==> src/hdl/dcache_cfg.svh <==
// cache geometry and width macros, included by the package and any file that sizes ports
`ifndef DCACHE_CFG_SVH
`define DCACHE_CFG_SVH

// byte address and cpu word widths
`define DC_ADDR_W 32
`define DC_WORD_W 32

// words per line
`define DC_LINE_WORDS 8

// associativity and number of sets
`define DC_WAYS 4
`define DC_SETS 64

`endif
==> src/hdl/dcache_pkg.sv <==
// shared types and address helpers for the data cache, imported by every cache module
`include "dcache_cfg.svh"

package dcache_pkg;

	localparam int unsigned WORD_BYTES = `DC_WORD_W / 8;
	localparam int unsigned WORD_OFF_W = $clog2(WORD_BYTES);
	localparam int unsigned OFFSET_W = $clog2(`DC_LINE_WORDS);
	localparam int unsigned LINE_OFF_W = OFFSET_W + WORD_OFF_W;
	localparam int unsigned INDEX_W = $clog2(`DC_SETS);
	localparam int unsigned TAG_W = `DC_ADDR_W - INDEX_W - LINE_OFF_W;
	localparam int unsigned WAY_W = $clog2(`DC_WAYS);
	localparam int unsigned LINE_W = `DC_LINE_WORDS * `DC_WORD_W;

	typedef logic [`DC_ADDR_W-1:0] addr_t;
	typedef logic [`DC_WORD_W-1:0] word_t;
	typedef logic [WORD_BYTES-1:0] be_t;
	typedef logic [OFFSET_W-1:0] offset_t;
	typedef logic [INDEX_W-1:0] index_t;
	typedef logic [TAG_W-1:0] tag_t;
	typedef logic [WAY_W-1:0] way_t;
	typedef logic [LINE_W-1:0] line_t;

	typedef struct packed {
		logic valid;
		logic dirty;
		tag_t tag;
	} tag_entry_t;

	typedef struct packed {
		addr_t addr;
		logic write;
		word_t wdata;
		be_t be;
	} cpu_req_t;

	// line aligned, low offset bits are zero
	typedef addr_t mem_rd_req_t;

	typedef struct packed {
		addr_t addr;
		line_t data;
	} mem_wr_req_t;

	typedef enum logic [2:0] {
		CLEAR,
		IDLE,
		LOOKUP,
		WRITEBACK,
		REFILL_REQ,
		REFILL_WAIT,
		RESPOND
	} ctrl_state_t;

	function automatic tag_t addr_tag(addr_t addr);
		return addr[`DC_ADDR_W-1 -: TAG_W];
	endfunction

	function automatic index_t addr_index(addr_t addr);
		return addr[LINE_OFF_W +: INDEX_W];
	endfunction

	function automatic offset_t addr_offset(addr_t addr);
		return addr[WORD_OFF_W +: OFFSET_W];
	endfunction

	function automatic addr_t line_addr(tag_t tag, index_t index);
		return {tag, index, {LINE_OFF_W{1'b0}}};
	endfunction

	function automatic word_t get_word(line_t line, offset_t offset);
		return line[offset*`DC_WORD_W +: `DC_WORD_W];
	endfunction

	// bytes with be set come from new_word
	function automatic word_t merge_word(word_t old_word, word_t new_word, be_t be);
		word_t res;
		res = old_word;
		for (int b = 0; b < WORD_BYTES; b++) begin
			if (be[b])
				res[b*8 +: 8] = new_word[b*8 +: 8];
		end
		return res;
	endfunction

endpackage

==> src/hdl/dcache_plru.sv <==
// tree pseudo-LRU state per set with invalid-way preference, picks the refill victim
`include "dcache_cfg.svh"

module dcache_plru
	import dcache_pkg::*;
(
	input logic clk,
	input logic rst,
	input index_t index_i,
	input logic access_i,
	input way_t access_way_i,
	input logic [`DC_WAYS-1:0] valid_i,
	output way_t victim_o
);

	// bit 0 picks the half, bit 1 ways 0/1, bit 2 ways 2/3
	logic [2:0] tree_q [`DC_SETS];
	logic [2:0] tree;
	way_t tree_way;

	assign tree = tree_q[index_i];
	assign tree_way = tree[0] ? {1'b1, tree[2]} : {1'b0, tree[1]};

	// lowest invalid way wins over the tree
	always_comb begin
		victim_o = tree_way;
		for (int w = `DC_WAYS - 1; w >= 0; w--) begin
			if (!valid_i[w])
				victim_o = way_t'(w);
		end
	end

	// point every bit on the path away from the accessed way
	always_ff @(posedge clk) begin
		if (rst) begin
			for (int s = 0; s < `DC_SETS; s++) begin
				tree_q[s] <= '0;
			end
		end else if (access_i) begin
			tree_q[index_i][0] <= ~access_way_i[1];
			if (access_way_i[1])
				tree_q[index_i][2] <= ~access_way_i[0];
			else
				tree_q[index_i][1] <= ~access_way_i[0];
		end
	end

endmodule

==> config.mk <==
export PLATFORM = sky130hd
export DESIGN_NAME = dcache_plru
export DESIGN_NICKNAME = d
export VERILOG_FILES = /design/src/hdl/dcache_pkg.sv /design/src/hdl/dcache_plru.sv
export VERILOG_INCLUDE_DIRS = /design/src /design/src/hdl
export SDC_FILE = /design/constraint.sdc
export NUM_CORES = 1
export LEC_CHECK = 0
export ABC_AREA = 1
export BUFFER_PORTS_ARGS = -buffer_cell sky130_fd_sc_hd__buf_2
export CORE_ASPECT_RATIO = 0.75
export CORE_UTILIZATION = 30
export DETAILED_ROUTE_END_ITERATION = 10
export SYNTH_ARGS = -nofsm -noshare
export SYNTH_HDL_FRONTEND = slang
export SYNTH_SLANG_ARGS = --single-unit
==> constraint.sdc <==
create_clock -name clk -period 1.4 [get_ports clk]
set_input_delay 0 -clock clk [delete_from_list [all_inputs] [get_ports clk]]
set_output_delay 0 -clock clk [all_outputs]
set_load 0.005 [all_outputs]
==> key figures <==
Global routing
  • First-pass GRT wire length: 48600 um
  • GRT Overall Usage: 16.9%
  • Total grt overflow: 0
  • Initial antenna violation count: 0
  • Pin count of the biggest net entering global routing: 136
  • Number of global-route vias before repair: roughly 8800

STA
  • Crit share post-route: 157%
  • Period minus WS final: between 2 and 2.5 ns
  • Setup TNS: -1.49 ns
  • Worst-Margin Slew: about 0.7 ns
  • RSZ-0062 raised after global routing: yes
  • Max Fclk: between 400 and 500 MHz
  • WHS: ~0.13 ns
  • Final setup fails: 2
  • Max Slew Vio Count: 0
  • Hold Fails Final Rpt: 0
  • Max-slew headroom: 54.3%
  • Worst setup margin: -0.792 ns

CTS
  • Number of buffers added for setup after CTS: 0
  • CTS tree: yes
  • Cts bufs inserted: 17
  • CTS clk-pin slew, worst paths: around 0.080 ns
  • CTS Root Cell: clkbuf_16
  • H-tree Lvls: 4
  • Max clock buf depth: 2
  • # clock sinks: 192

Synth
  • Unique masters post-synth: 25
  • Adder-Cell Fraction of Synth Area: 0%
  • Multiplexer area fraction after synthesis: 0%
  • Syn avg cell area: between 7 and 8 sq um
  • Top cells by area, synth: edfxtp_1 52%, nand2_1 16%, nor2_1 6.7%
  • Synth Register Bits: 192
  • Synthesized Nets: approximately 1500
  • Synth Area in Compound Gates: under 10%
  • Post-synthesis xor/xnor area fraction: 0%
  • Largest family of logic cells by synthesized area: simple AND/OR/NAND/NOR gates
  • Post-Synth Simple-Gate Area: 33.0%
  • Sequential share of the synthesized area: between 50% and 60%
  • Synthesized area: ~11000 sq um
  • Share of the synthesized area in the top cell type: a little over half
  • Area leader, netlist: edfxtp_1
  • Cells after Synth: about 1400
  • Ys Warns: 0

Critical path
  • Maximum fanout along the worst path: 2
  • Stages on worst setup path: 14
  • CP Class: reg2out
  • Worst Setup EP: victim_o[0]
  • CP Cell Sequence: inv_2, nand2_1, nand3_2, nand2_2, nor2_2, nor2_2, nor2_2, nand2_1, nor2_2, nand2_1, nand3_2, nand2_2, a21oi_2, buf_2
  • CP dominant cell by count: nor2_2
  • Critical path startpoint category: flip-flop
  • Crit path largest cell delay: around 0.39 ns
  • Kind of cell adding the most delay to the critical path: simple AND/OR/NAND/NOR gates
  • CP arrival: between 2 and 2.5 ns
  • CP Capture Type: output pin
  • CP max stage cell: edfxtp_1
  • Critical Path RT: 1.40 ns
  • CP Launch Point: tree_q[33][0]
  • Critical path buffer and inverter count: 2

Final layout
  • Fill count: about 3700
  • Max reg flops: 192
  • Layout cells sized above 1: 15.7%
  • Final #Nets: about 1500
  • Most common cell after layout, fill and taps aside: nand2_1
  • Most frequent cells in the layout: 474 x nand2_1, 192 x edfxtp_1, 190 x nor2_1, 187 x inv_1, 114 x buf_4
  • Design Area, Final: 13200 sq um
  • Area growth from synthesis to layout: 19.9%
  • Largest registers: tree_q: 192 flops
  • Largest Register: tree_q
  • # diodes: 0

Placed design
  • Port bufs: 16
  • DP Worst Slack: -0.527 ns
  • Final GP Congestion: roughly 0.91
  • Hpwl dp: roughly 21000 um
  • Placed Area: roughly 13000 sq um

Status
  • Failing checks: negative setup slack
  • Status: finished, violations left

Pwr
  • Worst VDD drop: 0.781 mV
  • Leak: between 0.005 and 0.006 uW
  • Power Dens Cells: between 1000 and 1500 nW/um^2

Floorplanning
  • Die Area: roughly 37000 sq um
  • Core box area: ~36000 sq um
  • Die height: between 150 and 200 um
  • Die width: ~220 um
  • IO Count: 17
  • FP Rows: 60
  • Starting Density: a little under a third

Detailed routing
  • Initial drt markers: 1033
  • Number of remaining DRC errors: 0
  • Wirelength, routed: 31200 um
  • Via count: ~9600
  • Wirelength per Cell: 15.6 um
  • Vias per cell: 4.83
  • Drt first pass iters: 5
  • Post-DRT Antenna Nets: 0

Run
  • Max_cap viols: 0

Worst hold path
  • Worst hold path class: in2reg
  • Worst Min Path Start: access_way_i[1]
## Yosys cell counts (all sizes together)
cell type    n
edfxtp     192
or2         13
nand4        1
nand3b       4
o21ai       82
nor3        62
buf         38
nand3      107
nor2       206
o211ai       2
inv        201
clkbuf      59
a21oi        1
nand2      478
clkinv       1
## what timing repair did
item / 4_1_cts / 5_1_grt
gates resized for setup: 11 / 13
endpoints found under the hold margin: 1 / 0
setup endpoints to repair: 2 / 30
pin swaps: 3 / 12
hold buffers: 1 / 0
cloned: 0 / 0
## cell type report
cell class | instances | area [sq um] | share of cell area, %
clock buffer | 17 | 425 | 3.22
clock inverter | 15 | 159 | 1.20
inverter | 202 | 763 | 5.78
multi-input combinational | 956 | 4150 | 31.5
sequential | 192 | 5770 | 43.7
tap | 465 | 582 | 4.41
timing repair buffer | 149 | 1350 | 10.2
## worst min-delay path, stage by stage
cell and delay (ns):
buf_4 0.11, nor3_1 0.05, clkinv_1 0.04, buf_4 0.16
nor2_1 0.07
## how the worst min path moves through the flow
| stage | to | slack (ns) | depth (start not counted) |
|---|---|---|---|
| after floorplan | victim_o[0] | 0.06 | 1 |
| after global placement | victim_o[0] | 0.25 | 3 |
| after detailed placement | victim_o[0] | 0.26 | 3 |
| after CTS | tree_q[56][0] | 0.13 | 5 |
| after global routing | tree_q[48][0] | 0.17 | 5 |
| final | tree_q[48][0] | 0.13 | 5 |
## metal layers
metal	wire [um]	GRT usage, %	share of wire (%)	vias up
met3	2420	2.57	7.8	36
li1	-	-	-	4691
met4	439	5.04	1.4	0
met2	13900	25.4	44	370
met5	0	0	0	-
met1	14500	25.0	46	4543
## power by group
group          switching (uW)  internal, uW
clock                    2420          2650
sequential               88.1          6600
combinational            1070           553
## cells by family after synthesis
group,Yosys count
AOI/OAI and AO/OA,85
buffers and inverters,299
DFF,192
and+or+nand+nor,871
## stage by stage
stage	instances	power [uW]	util (%)
after floorplan	1447	7730	-
final	1996	13400	36.7
after global routing	1996	13800	36.7
after global placement	1963	8370	34.9
after CTS	1996	13400	36.6
after detailed placement	1963	8400	34.9
Power figures use the tool's default switching activity.
