==> src/hdl/dcache_cfg.svh <==
// cache geometry and width macros, included by the package and any file that sizes ports
`ifndef DCACHE_CFG_SVH
`define DCACHE_CFG_SVH

// byte address and cpu word widths
`define DC_ADDR_W 32
`define DC_WORD_W 32

// words per line
`define DC_LINE_WORDS 8

// associativity and number of sets
`define DC_WAYS 4
`define DC_SETS 64

`endif
==> src/hdl/dcache_pkg.sv <==
// shared types and address helpers for the data cache, imported by every cache module
`include "dcache_cfg.svh"

package dcache_pkg;

	localparam int unsigned WORD_BYTES = `DC_WORD_W / 8;
	localparam int unsigned WORD_OFF_W = $clog2(WORD_BYTES);
	localparam int unsigned OFFSET_W = $clog2(`DC_LINE_WORDS);
	localparam int unsigned LINE_OFF_W = OFFSET_W + WORD_OFF_W;
	localparam int unsigned INDEX_W = $clog2(`DC_SETS);
	localparam int unsigned TAG_W = `DC_ADDR_W - INDEX_W - LINE_OFF_W;
	localparam int unsigned WAY_W = $clog2(`DC_WAYS);
	localparam int unsigned LINE_W = `DC_LINE_WORDS * `DC_WORD_W;

	typedef logic [`DC_ADDR_W-1:0] addr_t;
	typedef logic [`DC_WORD_W-1:0] word_t;
	typedef logic [WORD_BYTES-1:0] be_t;
	typedef logic [OFFSET_W-1:0] offset_t;
	typedef logic [INDEX_W-1:0] index_t;
	typedef logic [TAG_W-1:0] tag_t;
	typedef logic [WAY_W-1:0] way_t;
	typedef logic [LINE_W-1:0] line_t;

	typedef struct packed {
		logic valid;
		logic dirty;
		tag_t tag;
	} tag_entry_t;

	typedef struct packed {
		addr_t addr;
		logic write;
		word_t wdata;
		be_t be;
	} cpu_req_t;

	// line aligned, low offset bits are zero
	typedef addr_t mem_rd_req_t;

	typedef struct packed {
		addr_t addr;
		line_t data;
	} mem_wr_req_t;

	typedef enum logic [2:0] {
		CLEAR,
		IDLE,
		LOOKUP,
		WRITEBACK,
		REFILL_REQ,
		REFILL_WAIT,
		RESPOND
	} ctrl_state_t;

	function automatic tag_t addr_tag(addr_t addr);
		return addr[`DC_ADDR_W-1 -: TAG_W];
	endfunction

	function automatic index_t addr_index(addr_t addr);
		return addr[LINE_OFF_W +: INDEX_W];
	endfunction

	function automatic offset_t addr_offset(addr_t addr);
		return addr[WORD_OFF_W +: OFFSET_W];
	endfunction

	function automatic addr_t line_addr(tag_t tag, index_t index);
		return {tag, index, {LINE_OFF_W{1'b0}}};
	endfunction

	function automatic word_t get_word(line_t line, offset_t offset);
		return line[offset*`DC_WORD_W +: `DC_WORD_W];
	endfunction

	// bytes with be set come from new_word
	function automatic word_t merge_word(word_t old_word, word_t new_word, be_t be);
		word_t res;
		res = old_word;
		for (int b = 0; b < WORD_BYTES; b++) begin
			if (be[b])
				res[b*8 +: 8] = new_word[b*8 +: 8];
		end
		return res;
	endfunction

endpackage

==> src/hdl/dcache_ctrl.sv <==
// request and miss FSM of the cache, drives the tag, data and PLRU blocks and the memory ports
`include "dcache_cfg.svh"

module dcache_ctrl
	import dcache_pkg::*;
(
	input logic clk,
	input logic rst,
	input logic req_valid_i,
	output logic req_ready_o,
	input cpu_req_t req_i,
	output logic resp_valid_o,
	output word_t resp_rdata_o,
	output logic mem_rd_valid_o,
	input logic mem_rd_ready_i,
	output mem_rd_req_t mem_rd_addr_o,
	input logic mem_rd_data_valid_i,
	input line_t mem_rd_data_i,
	output logic mem_wr_valid_o,
	input logic mem_wr_ready_i,
	output mem_wr_req_t mem_wr_o,
	output index_t set_index_o,
	output tag_t lookup_tag_o,
	input logic [`DC_WAYS-1:0] tag_hit_i,
	input way_t tag_hit_way_i,
	input tag_entry_t [`DC_WAYS-1:0] tag_entries_i,
	output logic [`DC_WAYS-1:0] tag_we_o,
	output index_t tag_w_index_o,
	output tag_entry_t tag_w_entry_o,
	output way_t data_rd_way_o,
	output logic data_word_we_o,
	output logic data_fill_we_o,
	output way_t data_w_way_o,
	output offset_t data_w_offset_o,
	output word_t data_w_word_o,
	output be_t data_w_be_o,
	output line_t data_fill_line_o,
	input line_t rd_line_i,
	output logic plru_access_o,
	output way_t plru_access_way_o,
	output logic [`DC_WAYS-1:0] plru_valid_o,
	input way_t plru_victim_i
);

	ctrl_state_t state_q, state_d;
	index_t clr_cnt_q;
	cpu_req_t req_q;
	way_t victim_q;
	tag_t victim_tag_q;
	logic lookup_hit;
	tag_entry_t victim_entry;
	tag_t req_tag;
	word_t rd_word;

	assign set_index_o = addr_index(req_q.addr);
	assign req_tag = addr_tag(req_q.addr);
	assign lookup_tag_o = req_tag;
	assign lookup_hit = |tag_hit_i;
	assign victim_entry = tag_entries_i[plru_victim_i];

	always_comb begin
		state_d = state_q;
		case (state_q)
			CLEAR: if (&clr_cnt_q) state_d = IDLE;
			IDLE: if (req_valid_i) state_d = LOOKUP;
			LOOKUP: begin
				if (lookup_hit)
					state_d = RESPOND;
				else if (victim_entry.valid && victim_entry.dirty)
					state_d = WRITEBACK;
				else
					state_d = REFILL_REQ;
			end
			WRITEBACK: if (mem_wr_ready_i) state_d = REFILL_REQ;
			REFILL_REQ: if (mem_rd_ready_i) state_d = REFILL_WAIT;
			// after the fill the same request is looked up again and hits
			REFILL_WAIT: if (mem_rd_data_valid_i) state_d = LOOKUP;
			RESPOND: state_d = IDLE;
			default: state_d = CLEAR;
		endcase
	end

	always_ff @(posedge clk) begin
		if (rst) begin
			state_q <= CLEAR;
			clr_cnt_q <= '0;
		end else begin
			state_q <= state_d;
			if (state_q == CLEAR)
				clr_cnt_q <= clr_cnt_q + 1'b1;
		end
	end

	always_ff @(posedge clk) begin
		if (req_valid_i && req_ready_o)
			req_q <= req_i;
		if (state_q == LOOKUP && !lookup_hit) begin
			victim_q <= plru_victim_i;
			victim_tag_q <= victim_entry.tag;
		end
	end

	assign req_ready_o = (state_q == IDLE);

	// registered line holds the pre-store word, merge it here
	assign rd_word = get_word(rd_line_i, addr_offset(req_q.addr));
	assign resp_valid_o = (state_q == RESPOND);
	assign resp_rdata_o = req_q.write ? merge_word(rd_word, req_q.wdata, req_q.be) : rd_word;

	assign mem_rd_valid_o = (state_q == REFILL_REQ);
	assign mem_rd_addr_o = line_addr(req_tag, set_index_o);
	assign mem_wr_valid_o = (state_q == WRITEBACK);
	assign mem_wr_o.addr = line_addr(victim_tag_q, set_index_o);
	assign mem_wr_o.data = rd_line_i;

	always_comb begin
		tag_we_o = '0;
		tag_w_index_o = set_index_o;
		tag_w_entry_o = '{valid: 1'b1, dirty: 1'b1, tag: req_tag};
		case (state_q)
			CLEAR: begin
				tag_we_o = '1;
				tag_w_index_o = clr_cnt_q;
				tag_w_entry_o = '0;
			end
			LOOKUP: begin
				if (lookup_hit && req_q.write)
					tag_we_o = tag_hit_i;
			end
			REFILL_WAIT: begin
				if (mem_rd_data_valid_i)
					tag_we_o[victim_q] = 1'b1;
				tag_w_entry_o.dirty = 1'b0;
			end
			default: tag_we_o = '0;
		endcase
	end

	// on a miss the victim line is read so it is ready for write-back
	assign data_rd_way_o = (state_q != LOOKUP) ? victim_q :
		(lookup_hit ? tag_hit_way_i : plru_victim_i);
	assign data_word_we_o = (state_q == LOOKUP) && lookup_hit && req_q.write;
	assign data_fill_we_o = (state_q == REFILL_WAIT) && mem_rd_data_valid_i;
	assign data_w_way_o = (state_q == LOOKUP) ? tag_hit_way_i : victim_q;
	assign data_w_offset_o = addr_offset(req_q.addr);
	assign data_w_word_o = req_q.wdata;
	assign data_w_be_o = req_q.be;
	assign data_fill_line_o = mem_rd_data_i;

	assign plru_access_o = (state_q == LOOKUP) && lookup_hit;
	assign plru_access_way_o = tag_hit_way_i;
	always_comb begin
		for (int w = 0; w < `DC_WAYS; w++) begin
			plru_valid_o[w] = tag_entries_i[w].valid;
		end
	end

	rd_stable_a: assert property (@(posedge clk) disable iff (rst)
		mem_rd_valid_o && !mem_rd_ready_i |=> mem_rd_valid_o && $stable(mem_rd_addr_o))
		else $error("memory read request changed before ready");

	// write data comes from the data store, which must not change during write-back
	wr_stable_a: assert property (@(posedge clk) disable iff (rst)
		mem_wr_valid_o && !mem_wr_ready_i |=> mem_wr_valid_o && $stable(mem_wr_o))
		else $error("memory write request changed before ready");

endmodule

==> config.mk <==
export PLATFORM = sky130hd
export DESIGN_NAME = dcache_ctrl
export DESIGN_NICKNAME = d
export VERILOG_FILES = /design/src/hdl/dcache_pkg.sv /design/src/hdl/dcache_ctrl.sv
export VERILOG_INCLUDE_DIRS = /design/src /design/src/hdl
export SDC_FILE = /design/constraint.sdc
export NUM_CORES = 1
export LEC_CHECK = 0
export ABC_AREA = 1
export BUFFER_PORTS_ARGS = -buffer_cell sky130_fd_sc_hd__buf_2
export CORE_AREA = 2 2 552 554
export CTS_CLUSTER_DIAMETER = 200
export DETAILED_ROUTE_END_ITERATION = 10
export DIE_AREA = 0 0 554 556
export GPL_ROUTABILITY_DRIVEN = 0
export SLEW_MARGIN = 20
export SYNTH_ARGS = -nofsm -noshare
export SYNTH_HDL_FRONTEND = slang
export SYNTH_SLANG_ARGS = --single-unit
==> constraint.sdc <==
create_clock -name clk -period 8.55 [get_ports clk]
set_input_delay 0.4275 -clock clk [delete_from_list [all_inputs] [get_ports clk]]
set_output_delay 0.4275 -clock clk [all_outputs]
set_load 0.01 [all_outputs]
==> metrics.cfg, run 1 <==
[logic_synthesis]
muxShareOfSynthArea_pct=0
yosysTopAreaCell=buf_4
synth_ff_type=edfxtp_1
synth_common_cells=buf_4 (649), nand2_1 (289), nand3_1 (245)
synth_compound_area_share_pct=5.09
ys_warn_count=0
synthCells=1640
synth_top_family_by_area=buffers and inverters
ys_seq_area_share_pct=24.5
async_flop_share_pct=0
synth_seq_cells=99
yosys.cell_count.top_type=buf_4
synth_area_leaders=buf_4 (41%), edfxtp_1 (23%), nand3_1 (10%), nand2_1 (9.2%), nor2_1 (2.6%)
syn_area_per_cell_um2=7.18
synth_edf_count=90
synth_xor_xnor_area_share_pct=0
synth_fa_ha_area_share_pct=0.106
synth_simple_gate_area_share_pct=23.8
synth_area_mm2=0.0118
synth_cell_type_count=28
synth_top_area_share_pct=41.4

[drt]
firstDrtPassIters=6
vias_per_cell=2.19
met2_length_um=79000
drt-initial-drc-count=1068
wl_met3_um=63200
drcViolationCount=0
vias=13000
wl_met1_um=59900
routed.top_layer=met5
detail-route-antenna-nets=0
routed_wl_um=211000
wl_per_cell_um=35.5

[global_route]
grt_usage_pct=13.3
overflow=0
antenna_found_initial=209
grt_pass1_vias=11400
grt_pass1_wl_um=235000
grt_max_degree=86

[power]
powerDensity_mw_per_mm2=158
p_sw_mw=1.44
combinationalPowerShare_pct=53.6
power_mw=2.65
vdd.ir_drop.worst_mv=0.262
power_switching_share_pct=54.4
power_frac_seq_pct=26.3
p_int_mw=1.21
p_leak_nw=6.61
pwr-share-clk_pct=20.2

[sta]
fin_setup_tns_ns=0
fin_skew_ns=0.0487
fmax_ghz=0.238
post-route-period-util_pct=49.1
setup_viol_count_final=0
worst_pin_slew_ns=0.923
min_period_ns=4.20
hold_viol_final=0
max-slew-margin-rel_pct=38.4
drv_slew=0
grt_setup_unrepaired=false

[cts]
cts_root_buf=clkbuf_16
cts_hold_buf=0
path_clk_slew_ns=0.15
clock-sinks=99
cts_tree=done
htreeDepth=3
cts_buffers=9
cts_resized=0
post-cts-setup-buffers=0
clk-insertion-delay-late_ns=0.48
ctsLongestPathBuffers=2

[setup_path]
r2r-start=state_q[1]
critPathBufInv=5
cp_slowest_cell=buf_4
regToRegSetupSlack_ns=6.16
cpLargestDelayFamily=buffers and inverters
end_kind=output port
path_cells=buf_4, inv_6, buf_4, nand2_1, nand3_1, nand3_1, nand3_1, o21ai_1, inv_1, buf_2
crit_end=resp_rdata_o[2]
setup.worst_path.start=data_w_offset_o[0]
reg2regPathDepth=6
crit_path_max_fanout=66
path_class=register to output port
cp.depth=10
required_ns=8.12
critPathArrivalTime_ns=3.77
max_stage_delay_ns=0.62
r2r_end=victim_tag_q[1]
cp-start-kind=register
crit_top_cell=nand3_1

[die]
die-area_mm2=0.308
initial_core_util_pct=3.90
die_height_um=556
io_pins=1411
core_mm2=0.302
die_x_um=554
rows=202

[layout]
area_delta_synth_final_pct=42.6
drive_gt1_share_pct=50.3
final_nets=2552
n_fill_cell=35900

[run]
drv_cap=0

[hold_path]
min_path_type=primary input to register

[placed_design]
post-dp-hpwl_um=197000
portBuffers=886

[status]
outcome=finished, final reports clean

==> power groups by stage <==
stage	logic (mW)	clock network (mW)	registers, mW
global route	1.57	0.588	0.709
floorplan	0.906	0	0.641
CTS	1.48	0.586	0.707
finish	1.42	0.535	0.696
detailed placement	1.47	0	0.718
global placement	1.47	0	0.717
==> worst min-delay path by stage <==
stage | cells after the start | startpoint | endpoint
final | 1 | req_i[33] | data_w_word_o[29]
after global routing | 1 | req_i[33] | data_w_word_o[29]
after CTS | 1 | req_i[33] | data_w_word_o[29]
after detailed placement | 2 | clr_cnt_q[0] | clr_cnt_q[0]
after global placement | 2 | clr_cnt_q[5] | clr_cnt_q[5]
after floorplan | 2 | clr_cnt_q[5] | clr_cnt_q[5]
==> per-stage QoR <==
stage          worst slack (ns)  hold WS, ns  cells  cell area (um2)  utilization (%)
3_3_place_gp               4.76        0.497   5831            16200             5.37
3_5_place_dp               4.77        0.500   5831            16200             5.37
5_1_grt                    4.03       0.0503   5883            16600             5.50
2_1_floorplan              2.90        0.454   1649            11800                -
4_1_cts                    4.21       0.0363   5847            16500             5.47
6_report                   4.35        0.105   5958            16800             5.56
==> cell type report <==
class	instances	area [um2]	share of cell area [%]
timing repair buffer	902	4550	27.1
antenna	111	278	1.65
sequential	99	2880	17.2
tap	3978	4980	29.6
multi-input combinational	764	3450	20.6
clock buffer	9	225	1.34
clock inverter	7	78.8	0.470
inverter	88	338	2.01
==> worst register-to-register path, stage by stage, from the launching register on <==
cell and delay (ns):
dfxtp_1 0.44, inv_2 0.11, nor2_4 0.14, nand2_4 0.15
inv_1 0.12, nand2_1 0.26, inv_1 0.78
==> logic make-up after synthesis <==
logic type,after synthesis
buffers and inverters,786
and+or+nand+nor,640
AOI/OAI and AO/OA,113
other,1
adders and majority gates,1
DFF,99
==> cell usage in the layout, fill, tap and decap left out <==
cell type,instances
nor3b_2,1
diode_2,111
nor3_2,3
o21ai_1,31
nand4_1,1
ha_1,1
o221ai_1,2
nand3_2,2
o21ai_0,54
o22ai_1,21
clkinv_8,2
dfxtp_1,9
inv_8,1
inv_4,1
nand3_1,245
buf_4,16
inv_2,5
nor2_1,83
clkinv_4,2
inv_1,81
inv_6,3
a21oi_1,5
clkbuf_16,9
edfxtp_1,90
nand2_1,289
conb_1,10
nor3_1,6
nor2_2,4
nand2_4,2
nor2_4,2
nand2_2,2
buf_2,886
==> sequential cells by signal (all words and copies together) (netlist names) <==
register	flops
data_w_word_o	32
lookup_tag_o	21
victim_tag_q	21
clr_cnt_q	6
mem_rd_addr_o	6
data_w_be_o	4
data_w_offset_o	3
state_q	3
victim_q	2
req_q	1
==> routing by layer <==
metal	up-vias	track usage (%)
met5	-	0.109
met4	82	4.94
met3	461	18.1
met2	1728	17.7
met1	5522	10.9
li1	5230	-
(Power assumes the default switching activity.)
==> run 2, diff against run 1 <==
CORE_AREA = 2 2 543 545   (was 2 2 552 554)
DIE_AREA = 0 0 545 547   (was 0 0 554 556)
clock period = 4.35 ns   (was 8.55 ns; I/O delays follow)
==> run 2 against run 1 <==
  * The run now ends with antenna violations left
  * Non-clock buffer count up 77
  * Register-to-register slack worse by 4.0 ns
  * Critical path depth down 1
  * Count of clock-buffer cells in the layout up 1
  * Die area down 3.2%
  * Combinational power up 110%
  * Setup slack worse by 3.6 ns
  * Utilization up 0.46 points
  * Clock skew down 0.019 ns
  * Total power up 110%
  * Critical path type unchanged
==> metrics.cfg, run 2 (synthesis results as in run 1) <==
[cts]
clock-sinks=99  ; unchanged
clk-insertion-delay-late_ns=0.47  ; was 0.48 ns
cts_buffers=9  ; unchanged
htreeDepth=3  ; unchanged
post-cts-setup-buffers=0  ; unchanged
path_clk_slew_ns=0.13  ; was 0.15 ns
ctsLongestPathBuffers=2  ; unchanged
cts_resized=0  ; unchanged
cts_tree=done  ; unchanged
cts_root_buf=clkbuf_16  ; unchanged

[setup_path]
critPathArrivalTime_ns=3.40  ; was 3.77 ns
required_ns=4.13  ; was 8.12 ns
cp_slowest_cell=edfxtp_1  ; was buf_4
cpLargestDelayFamily=simple AND/OR/NAND/NOR gates  ; was buffers and inverters
crit_path_max_fanout=42  ; was 66
path_cells=buf_12, buf_4, nand2_1, nand3_1, nand3_1, nand3_1, o21ai_1, inv_1, buf_2  ; was buf_4, inv_6, buf_4, nand2_1, nand3_1, nand3_1, nand3_1, o21ai_1, inv_1, buf_2
path_class=register to output port  ; unchanged
crit_top_cell=nand3_1  ; unchanged
critPathBufInv=4  ; was 5
cp-start-kind=register  ; unchanged
max_stage_delay_ns=0.65  ; was 0.62 ns
end_kind=output port  ; unchanged

[placed_design]
post-dp-hpwl_um=198000  ; was 197000 um
place_area_mm2=0.0163  ; was 0.0162 mm2
portBuffers=886  ; unchanged
pre_cts_slack_ns=1.05  ; was 4.77 ns

[layout]
largest_reg_flops=32  ; unchanged
area_delta_synth_final_pct=49.6  ; was 42.6%
final_common_cell=buf_2  ; unchanged
final_nets=2629  ; was 2552
most-common-layout-cells=buf_2 (886), nand2_1 (289), nand3_1 (245), edfxtp_1 (90), nor2_1 (83)  ; unchanged
stdcell_area_mm2=0.0176  ; was 0.0168 mm2
drive_gt1_share_pct=48.9  ; was 50.3%

[sta]
drv_slew=0  ; unchanged
grt_setup_unrepaired=false  ; unchanged
hold_viol_final=0  ; unchanged
max-slew-margin-rel_pct=38.0  ; was 38.4%
worst_pin_slew_ns=0.929  ; was 0.923 ns
fmax_ghz=0.277
setup_ws_ns=0.735  ; was 4.35 ns
post-route-period-util_pct=83.1
fin_skew_ns=0.0294  ; was 0.0487 ns
min_period_ns=3.61
fin_setup_tns_ns=0  ; unchanged
setup_viol_count_final=0  ; unchanged

[drt]
vias_per_cell=2.24  ; was 2.19
vias=13500  ; was 13000
wl_per_cell_um=35.5  ; about the same
drcViolationCount=0  ; unchanged
firstDrtPassIters=6  ; unchanged
detail-route-antenna-nets=1  ; was 0
drt-initial-drc-count=1227  ; was 1068
routed_wl_um=213000  ; was 211000 um

[die]
io_pins=1411  ; unchanged
die_x_um=545  ; was 554 um
rows=199  ; was 202
die-area_mm2=0.298  ; was 0.308 mm2
core_mm2=0.293  ; was 0.302 mm2
die_height_um=547  ; was 556 um
initial_core_util_pct=4.02  ; was 3.90%

[status]
violations=antenna violations
outcome=complete, but fails checks  ; was finished, final reports clean

[global_route]
antenna_found_initial=225  ; was 209
grt_max_degree=68  ; was 86
overflow=0  ; unchanged
grt_usage_pct=13.7  ; was 13.3%
grt_pass1_wl_um=236000  ; was 235000 um
grt_pass1_vias=11900  ; was 11400

[power]
p_leak_nw=6.96  ; was 6.61 nW
vdd.ir_drop.worst_mv=0.222  ; was 0.262 mV
powerDensity_mw_per_mm2=309  ; was 158 mW/mm2

[hold_path]
min_path_type=primary input to register  ; unchanged

[run]
drv_cap=0  ; unchanged

[run 2: per-layer routing]
layer | share of wire (%) | global-route usage, % | vias to the layer above | wire [um]
met1 | 32 | 12.2 | 5793 | 67300
met3 | 26 | 17.0 | 448 | 56300
li1 | - | - | 5428 | -
met2 | 38 | 18.4 | 1682 | 80500
met5 | 0.38 | 0 | - | 807
met4 | 3.9 | 5.29 | 124 | 8220
[run 2: through the flow]
step,total power [mW],cells,hold WS (ns),utilization [%]
floorplan,3.03,1649,0.287,-
global placement,4.42,5781,0.394,5.56
detailed placement,4.44,5782,0.396,5.56
CTS,5.69,5865,0.0481,5.90
global route,5.86,5911,0.0657,5.93
finish,5.44,6011,0.120,6.02
[run 2: final timing paths]
path | startpoint | end | slack (ns) | depth (start not counted)
min reg2reg | clr_cnt_q[5] | clr_cnt_q[5] | 0.51 | 2
min | rst | clr_cnt_q[0] | 0.12 | 2
max reg2reg | state_q[2] | victim_tag_q[13] | 2.12 | 5
max | data_w_offset_o[0] | resp_rdata_o[2] | 0.74 | 9
[run 2: what timing repair did]
| action | in CTS | in global routing |
|---|---|---|
| setup endpoints to repair | 0 | 0 |
| endpoints found under the hold margin | 67 | 0 |
| hold buffers | 67 | 0 |
[run 2: area by class of cell]
cell class / instances / area, um2
diodes: 146 / 365
clock buffers: 10 / 239
clock inverters: 6 / 67.6
fillers: 34600 / 275000
inverters: 88 / 338
multi-input cells: 764 / 3460
flip-flops and latches: 99 / 2880
well taps: 3919 / 4900
repair buffers: 979 / 5360
[run 2: worst reg2reg max path, stage by stage (launching register included)]
cell,delay (ns)
dfxtp_1,0.46
nor2_4,0.21
nand2_4,0.13
inv_1,0.10
nand2_1,0.19
inv_1,0.76
[run 2: power breakdown]
group          leakage [nW]  switching, mW  internal [mW]  total (mW)
Clock                 0.152          0.628          0.428        1.06
Sequential            0.891          0.192           1.17        1.37
Combinational          5.91           2.16          0.852        3.01
Total                  6.96           2.98           2.45        5.44
